===== config.mk =====
export PLATFORM = sky130hd
export DESIGN_NAME = cycleSequencer
export DESIGN_NICKNAME = d
export VERILOG_FILES = /design/src/hdl/mipsPkg.sv /design/src/hdl/cycleSequencer.sv
export SDC_FILE = /design/constraint.sdc
export NUM_CORES = 1
export LEC_CHECK = 0
export BUFFER_PORTS_ARGS = -buffer_cell sky130_fd_sc_hd__buf_4
export CAP_MARGIN = 30
export CORE_AREA = 2 2 39 41
export DETAILED_ROUTE_END_ITERATION = 6
export DIE_AREA = 0 0 41 43
export PLACE_DENSITY = 0.3
export SYNTH_ARGS = -nofsm -noshare
export SYNTH_HDL_FRONTEND = slang
export SYNTH_SLANG_ARGS = --single-unit

===== constraint.sdc =====
create_clock -name clk -period 1.5 [get_ports clk]
set_clock_uncertainty 0.05 [all_clocks]
set_input_delay 0.075 -clock clk [delete_from_list [all_inputs] [get_ports clk]]
set_output_delay 0.075 -clock clk [all_outputs]
set_load 0.01 [all_outputs]

===== src/hdl/mipsPkg.sv =====
package mipsPkg;

    typedef logic [31:0] word_t;

    // primary opcode field, bits 31:26
    typedef enum logic [5:0] {
        RType = 6'h00,
        J     = 6'h02,
        BEQ   = 6'h04,
        BNE   = 6'h05,
        ADDI  = 6'h08,
        LW    = 6'h23,
        SW    = 6'h2b
    } opcode_t;

    // funct field of R-type, bits 5:0
    typedef enum logic [5:0] {
        JR  = 6'h08,
        ADD = 6'h20,
        SUB = 6'h22,
        AND = 6'h24,
        OR  = 6'h25,
        SLT = 6'h2a
    } funct_t;

    // operation class from the main decoder
    typedef enum logic [1:0] {
        AluAdd   = 2'b00,
        AluSub   = 2'b01,
        AluFunct = 2'b10
    } aluOp_t;

    typedef enum logic [2:0] {
        Fetch     = 3'd0,
        Decode    = 3'd1,
        Execute   = 3'd2,
        Memory    = 3'd3,
        Writeback = 3'd4
    } phase_t;

endpackage


===== src/hdl/cycleSequencer.sv =====
`timescale 1ns/1ps

module cycleSequencer (
    input  logic            clk,
    input  logic            reset,
    input  logic            run,
    input  logic            needsMemory,
    output mipsPkg::phase_t phase,
    output logic            loadInstruction,
    output logic            loadExecute,
    output logic            memoryAccess,
    output logic            writeback
);
    import mipsPkg::*;

    phase_t nextPhase;

    always_comb begin
        case (phase)
            // hold in fetch while the core is idle
            Fetch:     nextPhase = run ? Decode : Fetch;
            Decode:    nextPhase = Execute;
            Execute:   nextPhase = needsMemory ? Memory : Writeback;
            Memory:    nextPhase = Writeback;
            default:   nextPhase = Fetch;
        endcase
    end

    always_ff @(posedge clk) begin
        if (reset) begin
            phase <= Fetch;
        end else begin
            phase <= nextPhase;
        end
    end

    // one-cycle phase enables
    assign loadInstruction = (phase == Decode);
    assign loadExecute = (phase == Execute);
    assign memoryAccess = (phase == Memory);
    // also serves as the retire strobe
    assign writeback = (phase == Writeback);

endmodule


# Word-level counts from Yosys, hierarchy flattened
# Index checks and enable logic that the tools add are counted.
# word_totals
ff_bits,3
out_inout_bits,7
# op_classes
eq_ne,4
n_mux,3
n_reduce_logical,1
# ops
operator,count
3-bit one-hot mux with 4 select lines,1
"3-bit by 2-bit equality test with 1-bit output, second input constant",2
"3-bit by 1-bit equality test with 1-bit output, second input constant",1
"3-bit equality test, second input constant",1
3-bit zero test,1
3-bit two-way mux,1
1-bit two-way mux,1

# Longest topological paths before layout
# Gate-level depths: netlist of run 1.
# depth
depth_word,2
ltp_mapped,2

# Least setup slack after synthesis of run 1
# No wires, ideal clock.
# synth_path
path_kind,flip-flop to output port
startpoint,register phase[2]
endpoint,output writeback
arrival_time_ns,0.791
path_slack_ns,0.584
path_stages_with_launch,2
cell_sequence,dfxtp_1 -> nor3b_1
# synth_via
elab_chain_cells,1
# synth_rtl
item,line,rtl
"start, declared",cycleSequencer.sv:8,"output mipsPkg::phase_t phase,"
"start signal, assigned",cycleSequencer.sv:31,phase <= Fetch;
"start signal, assigned",cycleSequencer.sv:33,phase <= nextPhase;
3-bit equality test,cycleSequencer.sv:42,assign writeback = (phase == Writeback);
"end, declared",cycleSequencer.sv:12,output logic writeback
# No other way between the ends.

# Final worst setup path of run 1
# layout_path
startpoint,register phase[2]
endpoint,output loadExecute
# layout_via
elab_chain_cells,1
# layout_rtl
item,line,rtl
3-bit by 2-bit equality test with 1-bit output,cycleSequencer.sv:39,assign loadExecute = (phase == Execute);
"end, declared",cycleSequencer.sv:10,"output logic loadExecute,"
# No other way between the ends.

==> results.cfg, run 1 <==
[placement]
portBuffers = 10
dpl.hpwl_um = 331
gp_congestion = 0.591

[sta]
setup_tns_ns = 0
rsz0062_at_grt = no
hold_viol = 0
hold_slack_ns = 0.123
max_freq_ghz = 0.845
worst_pin_slew_ns = 0.244
final.period_utilization_pct = 78.9
min_period_ns = 1.18
finalSetupViolCount = 0
drv_slew = 0
slew_headroom_pct = 83.7

[yosys]
ys_ff_latch = 3
synth_fa_ha_area_share_pct = 0
synth_xor_xnor_area_share_pct = 0
yosysTopAreaCell = dfxtp_1
synthSimpleGateAreaFrac_pct = 35.3
yosysUniqueCellTypes = 10
synth_cells = 15
synth_compound_area_share_pct = 13.8
synth_top_family_by_area = simple AND/OR/NAND/NOR gates
seq_area_frac_synth_pct = 41.4
avgSynthCellArea_um2 = 9.68
post_synth_mux_area_share_pct = 6.90
synth_area_leaders = dfxtp_1, a211oi_2, nand2b_1
synth_top_area_share_pct = 41.4
synth_nets = 19
synthesis.area_um2 = 145
yosys_warnings = 0

[power_and_ir_drop]
p_per_area_nw_per_um2 = 988
p_total_uw = 283
p_leak_uw = 0.000123
peakVddDrop_mv = 0.204

[clocking]
cts_tree = built
cts.sinks = 3
clockRootBuffer = clkbuf_4
cts-buffers-inserted = 3
cts_buffer_depth = 2
clkSlewWorstSetupHoldPaths_ns = 0.04
post_cts_resized = 0
clk_latency_ns = 0.23
post-cts-setup-buffer-count = 0
htree_levels = 1

[final_layout]
nFillCells = 165
post-route-util_pct = 20.7
multiInputGateArea_um2 = 81.3
nets = 36
largest_reg_flops = 3
drive_gt1_share_pct = 48.4
diodes = 0
seqCellArea_um2 = 60.1
reg_top3 = phase: 3 flops
largest_register = phase
syn2layout_area_growth_pct = 97.4

[critical_path]
arrival_ns = 1.06
r2r_start = phase[0]
critical_path_class = reg2out
crit_path_end_kind = output port
cp-startpoint = phase[2]
startpoint_type = flop
cp_max_fo = 6
cp.required_ns = 1.37

[floorplan]
rows = 14
core_um2 = 1380
io_pins = 11
initial_utilization_pct = 10.5
die_w_um = 41
die-area_um2 = 1760
die_h_um = 43

[grt]
grt_max_degree = 8
grt_pass1_vias = 145
grt_pass1_wl_um = 579
overflow = 0
track_usage_pct = 5.72
antenna_found_initial = 0

[route]
viasPerCell = 3.53
routedWlPerCell_um = 9.66
vias = 166
ant_nets = 0
first_pass_iters = 2
drt-initial-drc-count = 1
drc = 0
wl_um = 454

[worst_hold_path]
holdCritPathClass = in2reg
hp-start = run

[run_status]
status = completed

[run]
cap_viol_max_count = 0
## synth_stat cells
library cell and number:
mux2i_1 1, a211oi_1 1, nor3b_1 1, a211oi_2 1
nor2_1 3, dfxtp_1 3, nand3b_1 1, nand2b_1 2
inv_1 1, nor4_2 1
## cell families (layout without fill, tap and decap cells)
kind of cell	count (synthesis)	after routing
and+or+nand+nor	8	8
muxes	1	1
DFF	3	3
AOI/OAI and AO/OA	2	2
buffers and inverters	1	17
## worst max-delay path: stages (launching register included)
cell      delay, ns
dfxtp_1        0.44
nand2b_1       0.18
nor2_1         0.05
buf_4          0.15
## final timing paths
kind / to / slack (ns) / depth (start not counted)
max reg2reg: phase[1] / 0.59 / 2
min reg2reg: phase[1] / 0.51 / 1
max: loadExecute / 0.32 / 3
min: phase[0] / 0.12 / 3
## layout by cell type, fill, tap and decap left out
| cell | n |
|---|---|
| inv_1 | 1 |
| nor3b_1 | 1 |
| clkbuf_1 | 1 |
| nor2_1 | 3 |
| a211oi_1 | 1 |
| clkbuf_4 | 3 |
| nand2b_1 | 2 |
| mux2i_1 | 1 |
| a211oi_2 | 1 |
| nand3b_1 | 1 |
| dlygate4sd3_1 | 2 |
| dfxtp_1 | 3 |
| buf_4 | 10 |
| nor4_2 | 1 |
## repair_timing
item	in CTS	in global routing
endpoints found under the setup margin	0	0
hold buffers	2	0
hold endpoints to repair	3	0
## report_power, final
part / internal, µW / switching [µW]
registers: 84.9 / 8.27
logic: 27.6 / 19.4
clock network: 99.8 / 43.1
## per-layer routing
metal / part of all wire (%) / wire length [µm] / global-route usage (%)
met2: 43 / 193 / 7.19
met3: 14 / 63 / 3.14
met1: 43 / 197 / 5.13
met4: 0 / 0 / 8.00
met5: 0 / 0 / 0
## layout make-up
class | count | area share, %
clock buffers | 4 | 9.17
inverters | 1 | 1.31
multi-input cells | 11 | 28.4
flip-flops and latches | 3 | 21.0
well taps | 16 | 6.99
repair buffers | 12 | 33.2
## through the flow
stage	worst slack, ns	instance area (µm²)	instances
finish	0.316	287	47
global route	0.237	287	47
CTS	0.308	287	47
detailed placement	0.579	240	41
global placement	0.570	240	41
floorplan	0.584	145	15
(Power assumes the default switching activity.)
==> run 2: changes to the inputs <==
==> constraint.sdc (replaced) <==
create_clock -name clk -period 1 [get_ports clk]
set_clock_uncertainty 0.05 [all_clocks]
set_input_delay 0.05 -clock clk [delete_from_list [all_inputs] [get_ports clk]]
set_output_delay 0.05 -clock clk [all_outputs]
set_load 0.01 [all_outputs]
==> run 2 against run 1 <==
Worst setup slack got worse by 0.36 ns. Wire length increased by 17%. Sequential power increased by 51%. Clock power increased by 45%. First-iteration DRC count increased to 3.0 times the previous value. Critical path type unchanged. Register-to-register slack got worse by 0.55 ns. Total power increased by 59%. Sequential share of layout area decreased by 1.8 points. Die area unchanged. The flow now finishes with violations (negative setup slack). Largest cell class unchanged. Highest routed layer unchanged. Non-clock buffer count increased by 5.
==> results.cfg, run 2 (synthesized netlist as in run 1, its figures left out) <==
[run_status]
status = finished, violations left
violations = negative setup slack

[route]
viasPerCell = 3.87
wl_um = 533
routedWlPerCell_um = 10.3
drc = 0
vias = 201
first_pass_iters = 2
ant_nets = 0
drt-initial-drc-count = 3

[grt]
use_met3_pct = 5.24
grt_pass1_vias = 194
grt_pass1_wl_um = 772
use_met1_pct = 4.81
overflow = 0
track_usage_pct = 7.32
grt.busiest_layer = met2
grt_max_degree = 8
grt_util_met2_pct = 11.3
antenna_found_initial = 0

[sta]
rsz0062_at_grt = yes
fin_ws_ns = -0.0394
hold_viol = 0
finalSetupViolCount = 4
min_period_ns = 1.04
max_freq_ghz = 0.962
hold_slack_ns = 0.0898
drv_slew = 0
final.period_utilization_pct = 104
worst_pin_slew_ns = 0.160
slew_headroom_pct = 89.0

[final_layout]
largest_reg_flops = 3
nFillCells = 155
reg_top3 = phase: 3 flops
drive_gt1_share_pct = 80.6
fin_cells = 52
nets = 41
diodes = 0
fin_area_um2 = 372
layout_common_cells = buf_4, clkbuf_4, dfxtp_4
largest_register = phase
mostFrequentLayoutCell = buf_4
syn2layout_area_growth_pct = 156

[placement]
placed_cell_area_um2 = 240
portBuffers = 10
gp_congestion = 0.570
dpl.hpwl_um = 304
post-place-cells = 41

[floorplan]
die_h_um = 43
die-area_um2 = 1760
initial_utilization_pct = 10.5
io_pins = 11
core_um2 = 1380
rows = 14
die_w_um = 41

[clocking]
cts_buffer_depth = 2
clockRootBuffer = clkbuf_4
cts.sinks = 3
htree_levels = 1
clkSlewWorstSetupHoldPaths_ns = 0.04
clk_latency_ns = 0.23
cts_tree = built
cts-buffers-inserted = 3

[power_and_ir_drop]
peakVddDrop_mv = 0.265
p_per_area_nw_per_um2 = 1210
p_leak_uw = 0.000157

[critical_path]
critical_path_class = reg2out
crit_path_cell_trace = nand2b_4 > nor2_2 > buf_4
cp_slowest_stage_delay_ns = 0.35
startpoint_type = flop
cp_max_fo = 5
crit_path_end_kind = output port
cp.required_ns = 0.90
arrival_ns = 0.94
timing.critical_path.slowest_stage_cell = dfxtp_4

[worst_hold_path]
holdCritPathClass = in2reg

[run]
cap_viol_max_count = 0
## run 2: cell count changes in the layout (fill, tap and decap cells not counted), moves of 3 or more
cell / change
dfxtp_1: -3
dfxtp_4: +3
nor2_1: -3
buf_4: +4
## run 2: layout make-up
class / count / area [µm²] / area share [%]
timing repair buffer: 17 / 136 / 36.7
multi-input combinational: 11 / 114 / 30.6
sequential: 3 / 71.3 / 19.2
clock buffer: 4 / 26.3 / 7.07
tap: 16 / 20.0 / 5.39
inverter: 1 / 3.75 / 1.01
## run 2: repair_timing
action	CTS	global route
gates cloned	0	0
endpoints found under the hold margin	3	0
buffers inserted	5	0
pin swaps	0	0
hold buffers	2	0
gates resized for setup	11	3
endpoints found under the setup margin	4	5
## run 2: path summary, 6_finish.rpt
kind,start,to,slack (ns),cells after the start
worst max-delay path,phase[2],memoryAccess,-0.04,3
worst min-delay path,run,phase[0],0.09,3
worst max register to register,phase[2],phase[2],0.04,3
worst min register to register,phase[1],phase[1],0.50,2
## run 2: where the power goes
part | internal, µW | total (µW) | switching (µW)
Sequential | 125 | 141 | 16.5
Clock | 149 | 207 | 57.5
Combinational | 65.1 | 103 | 38.2
Total | 339 | 451 | 112
## run 2: stage by stage
step / setup TNS, ns / util [%] / total power (µW) / setup slack (ns)
after global routing: -0.311 / 26.9 / 485 / -0.0750
after CTS: -0.0905 / 26.0 / 454 / -0.0378
final: -0.120 / 26.9 / 451 / -0.0394
after global placement: 0 / 17.4 / 208 / 0.0730
after floorplan: 0 / - / 167 / 0.109
after detailed placement: 0 / 17.4 / 205 / 0.105
## run 2: worst max-delay path: cells and delay by family, from the launching register on
kind          cells  cell delay, ns
simple gates      2            0.24
buf+inv           1            0.12
flops             1            0.35
## run 2: per-layer routing
layer | vias to the layer above | share of wire, %
li1 | 98 | -
met1 | 92 | 33
met2 | 11 | 53
met3 | 0 | 14
met4 | 0 | 0
met5 | - | 0
==> run 3: changes to the inputs <==
--- a/config.mk
+++ b/config.mk
@@ -8,9 +8,11 @@
 export BUFFER_PORTS_ARGS = -buffer_cell sky130_fd_sc_hd__buf_4
 export CAP_MARGIN = 30
 export CORE_AREA = 2 2 39 41
+export CTS_BUF_LIST = sky130_fd_sc_hd__clkbuf_16
 export DETAILED_ROUTE_END_ITERATION = 6
 export DIE_AREA = 0 0 41 43
 export PLACE_DENSITY = 0.3
+export RECOVER_POWER = 100
 export SYNTH_ARGS = -nofsm -noshare
 export SYNTH_HDL_FRONTEND = slang
 export SYNTH_SLANG_ARGS = --single-unit
==> run 3 against run 2 <==
The flow still finishes with violations (negative setup slack). Clock-buffer cell count down 1. Global-route usage up 0.40 points. Combinational power is essentially flat. Clock power increased to 3.0 times the previous value. Final cell count stayed put. Worst setup slack gained 0.0085 ns.
==> results.cfg, run 3 (synthesized netlist as in run 1, its figures left out) <==
[sta]
fin_ws_ns = -0.0310
rsz0062_at_grt = yes
finalSetupViolCount = 4
hold_viol = 0
worst_pin_slew_ns = 0.162
min_period_ns = 1.03
drv_slew = 0
final.period_utilization_pct = 103
max_freq_ghz = 0.970
hold_slack_ns = 0.0996
slew_headroom_pct = 88.9

[route]
viasPerCell = 3.79
wl_um = 565
ant_nets = 0
drc = 0
routedWlPerCell_um = 10.9
drt-initial-drc-count = 1
first_pass_iters = 2
vias = 197

[power_and_ir_drop]
p_leak_uw = 0.000184
peakVddDrop_mv = 0.565
p_per_area_nw_per_um2 = 2060

[floorplan]
initial_utilization_pct = 10.5
die_w_um = 41
io_pins = 11
rows = 14
die_h_um = 43
core_um2 = 1380
die-area_um2 = 1760

[final_layout]
largest_reg_flops = 3
mostFrequentLayoutCell = buf_4
reg_top3 = phase: 3 flops
largest_register = phase
drive_gt1_share_pct = 83.3
diodes = 0
fin_area_um2 = 420
layout_common_cells = buf_4, nor2_2, clkbuf_16, dfxtp_4
post-route-util_pct = 30.4
nets = 41
syn2layout_area_growth_pct = 190

[critical_path]
critPathBufInv = 1
cp_max_fo = 5
arrival_ns = 0.93
cp-startpoint = phase[2]
crit_path_end_kind = output port
path_delay_family = flip-flops
timing.critical_path.slowest_stage_cell = dfxtp_4
crit_path_cell_trace = nand2b_4 > nor2_2 > buf_4
r2r_start = phase[1]
critical_path_class = reg2out
cp_slowest_stage_delay_ns = 0.35
startpoint_type = flop
cp.required_ns = 0.90

[worst_hold_path]
hp-start = run
holdCritPathClass = in2reg

[clocking]
clk_latency_ns = 0.22
cts.sinks = 3
htree_levels = 1
cts-buffers-inserted = 3
clkSlewWorstSetupHoldPaths_ns = 0.03
cts_buffer_depth = 2
cts_tree = built
clockRootBuffer = clkbuf_16

[grt]
antenna_found_initial = 0
overflow = 0
grt_max_degree = 8
track_usage_pct = 7.72
grt_pass1_wl_um = 786
grt_pass1_vias = 207

[placement]
dpl.hpwl_um = 304
placed_cell_area_um2 = 240
pre_cts_ws_ns = 0.105
gp_congestion = 0.570
portBuffers = 10

[run_status]
violations = negative setup slack
status = finished, violations left

[run]
cap_viol_max_count = 0
[run 3: path summary, 6_finish.rpt]
check | slack (ns) | endpoint | cells after the start
worst max-delay path | -0.03 | memoryAccess | 3
worst min-delay path | 0.1 | phase[0] | 3
worst max register to register | 0.09 | phase[1] | 3
worst min register to register | 0.51 | phase[1] | 2
[run 3: tightest hold or removal path: stages]
cell,delay (ns)
buf_4,0.08
mux2i_1,0.06
nor4_2,0.12
[run 3: final cells by class]
class / count / area [µm²]
multi-input cells: 11 / 114
repair buffers: 17 / 133
fillers: 148 / 963
clock buffers: 3 / 75.1
inverters: 1 / 3.75
well taps: 16 / 20.0
flip-flops and latches: 3 / 71.3
clock inverters: 1 / 3.75
[run 3: power breakdown]
part	total [µW]	switching [µW]	leakage [µW]	internal [µW]
registers	141	15.6	0.0000267	125
clock network	624	109	0.0000423	515
logic	102	38.6	0.000115	63.5
[run 3: per-layer routing]
metal  vias up  track usage (%)  wire length [µm]
met2        13             11.9               289
met5         -                0                 0
met3         2             5.24                85
li1         95                -                 -
met1        87             4.49               175
met4         0             10.0                15
[run 3: timing repair]
action,in CTS,in global routing
resized for setup,11,2
gates cloned,0,0
hold buffers,2,0
endpoints found under the setup margin,4,5
pin swaps,0,1
hold endpoints to repair,3,0
buffers inserted,5,0
[run 3: through the flow]
step	std cells	power (µW)	TNS [ns]
6_report	52	867	-0.0758
3_5_place_dp	41	205	0
4_1_cts	52	869	-0.0465
5_1_grt	52	903	-0.209
3_3_place_gp	41	208	0
2_1_floorplan	15	167	0
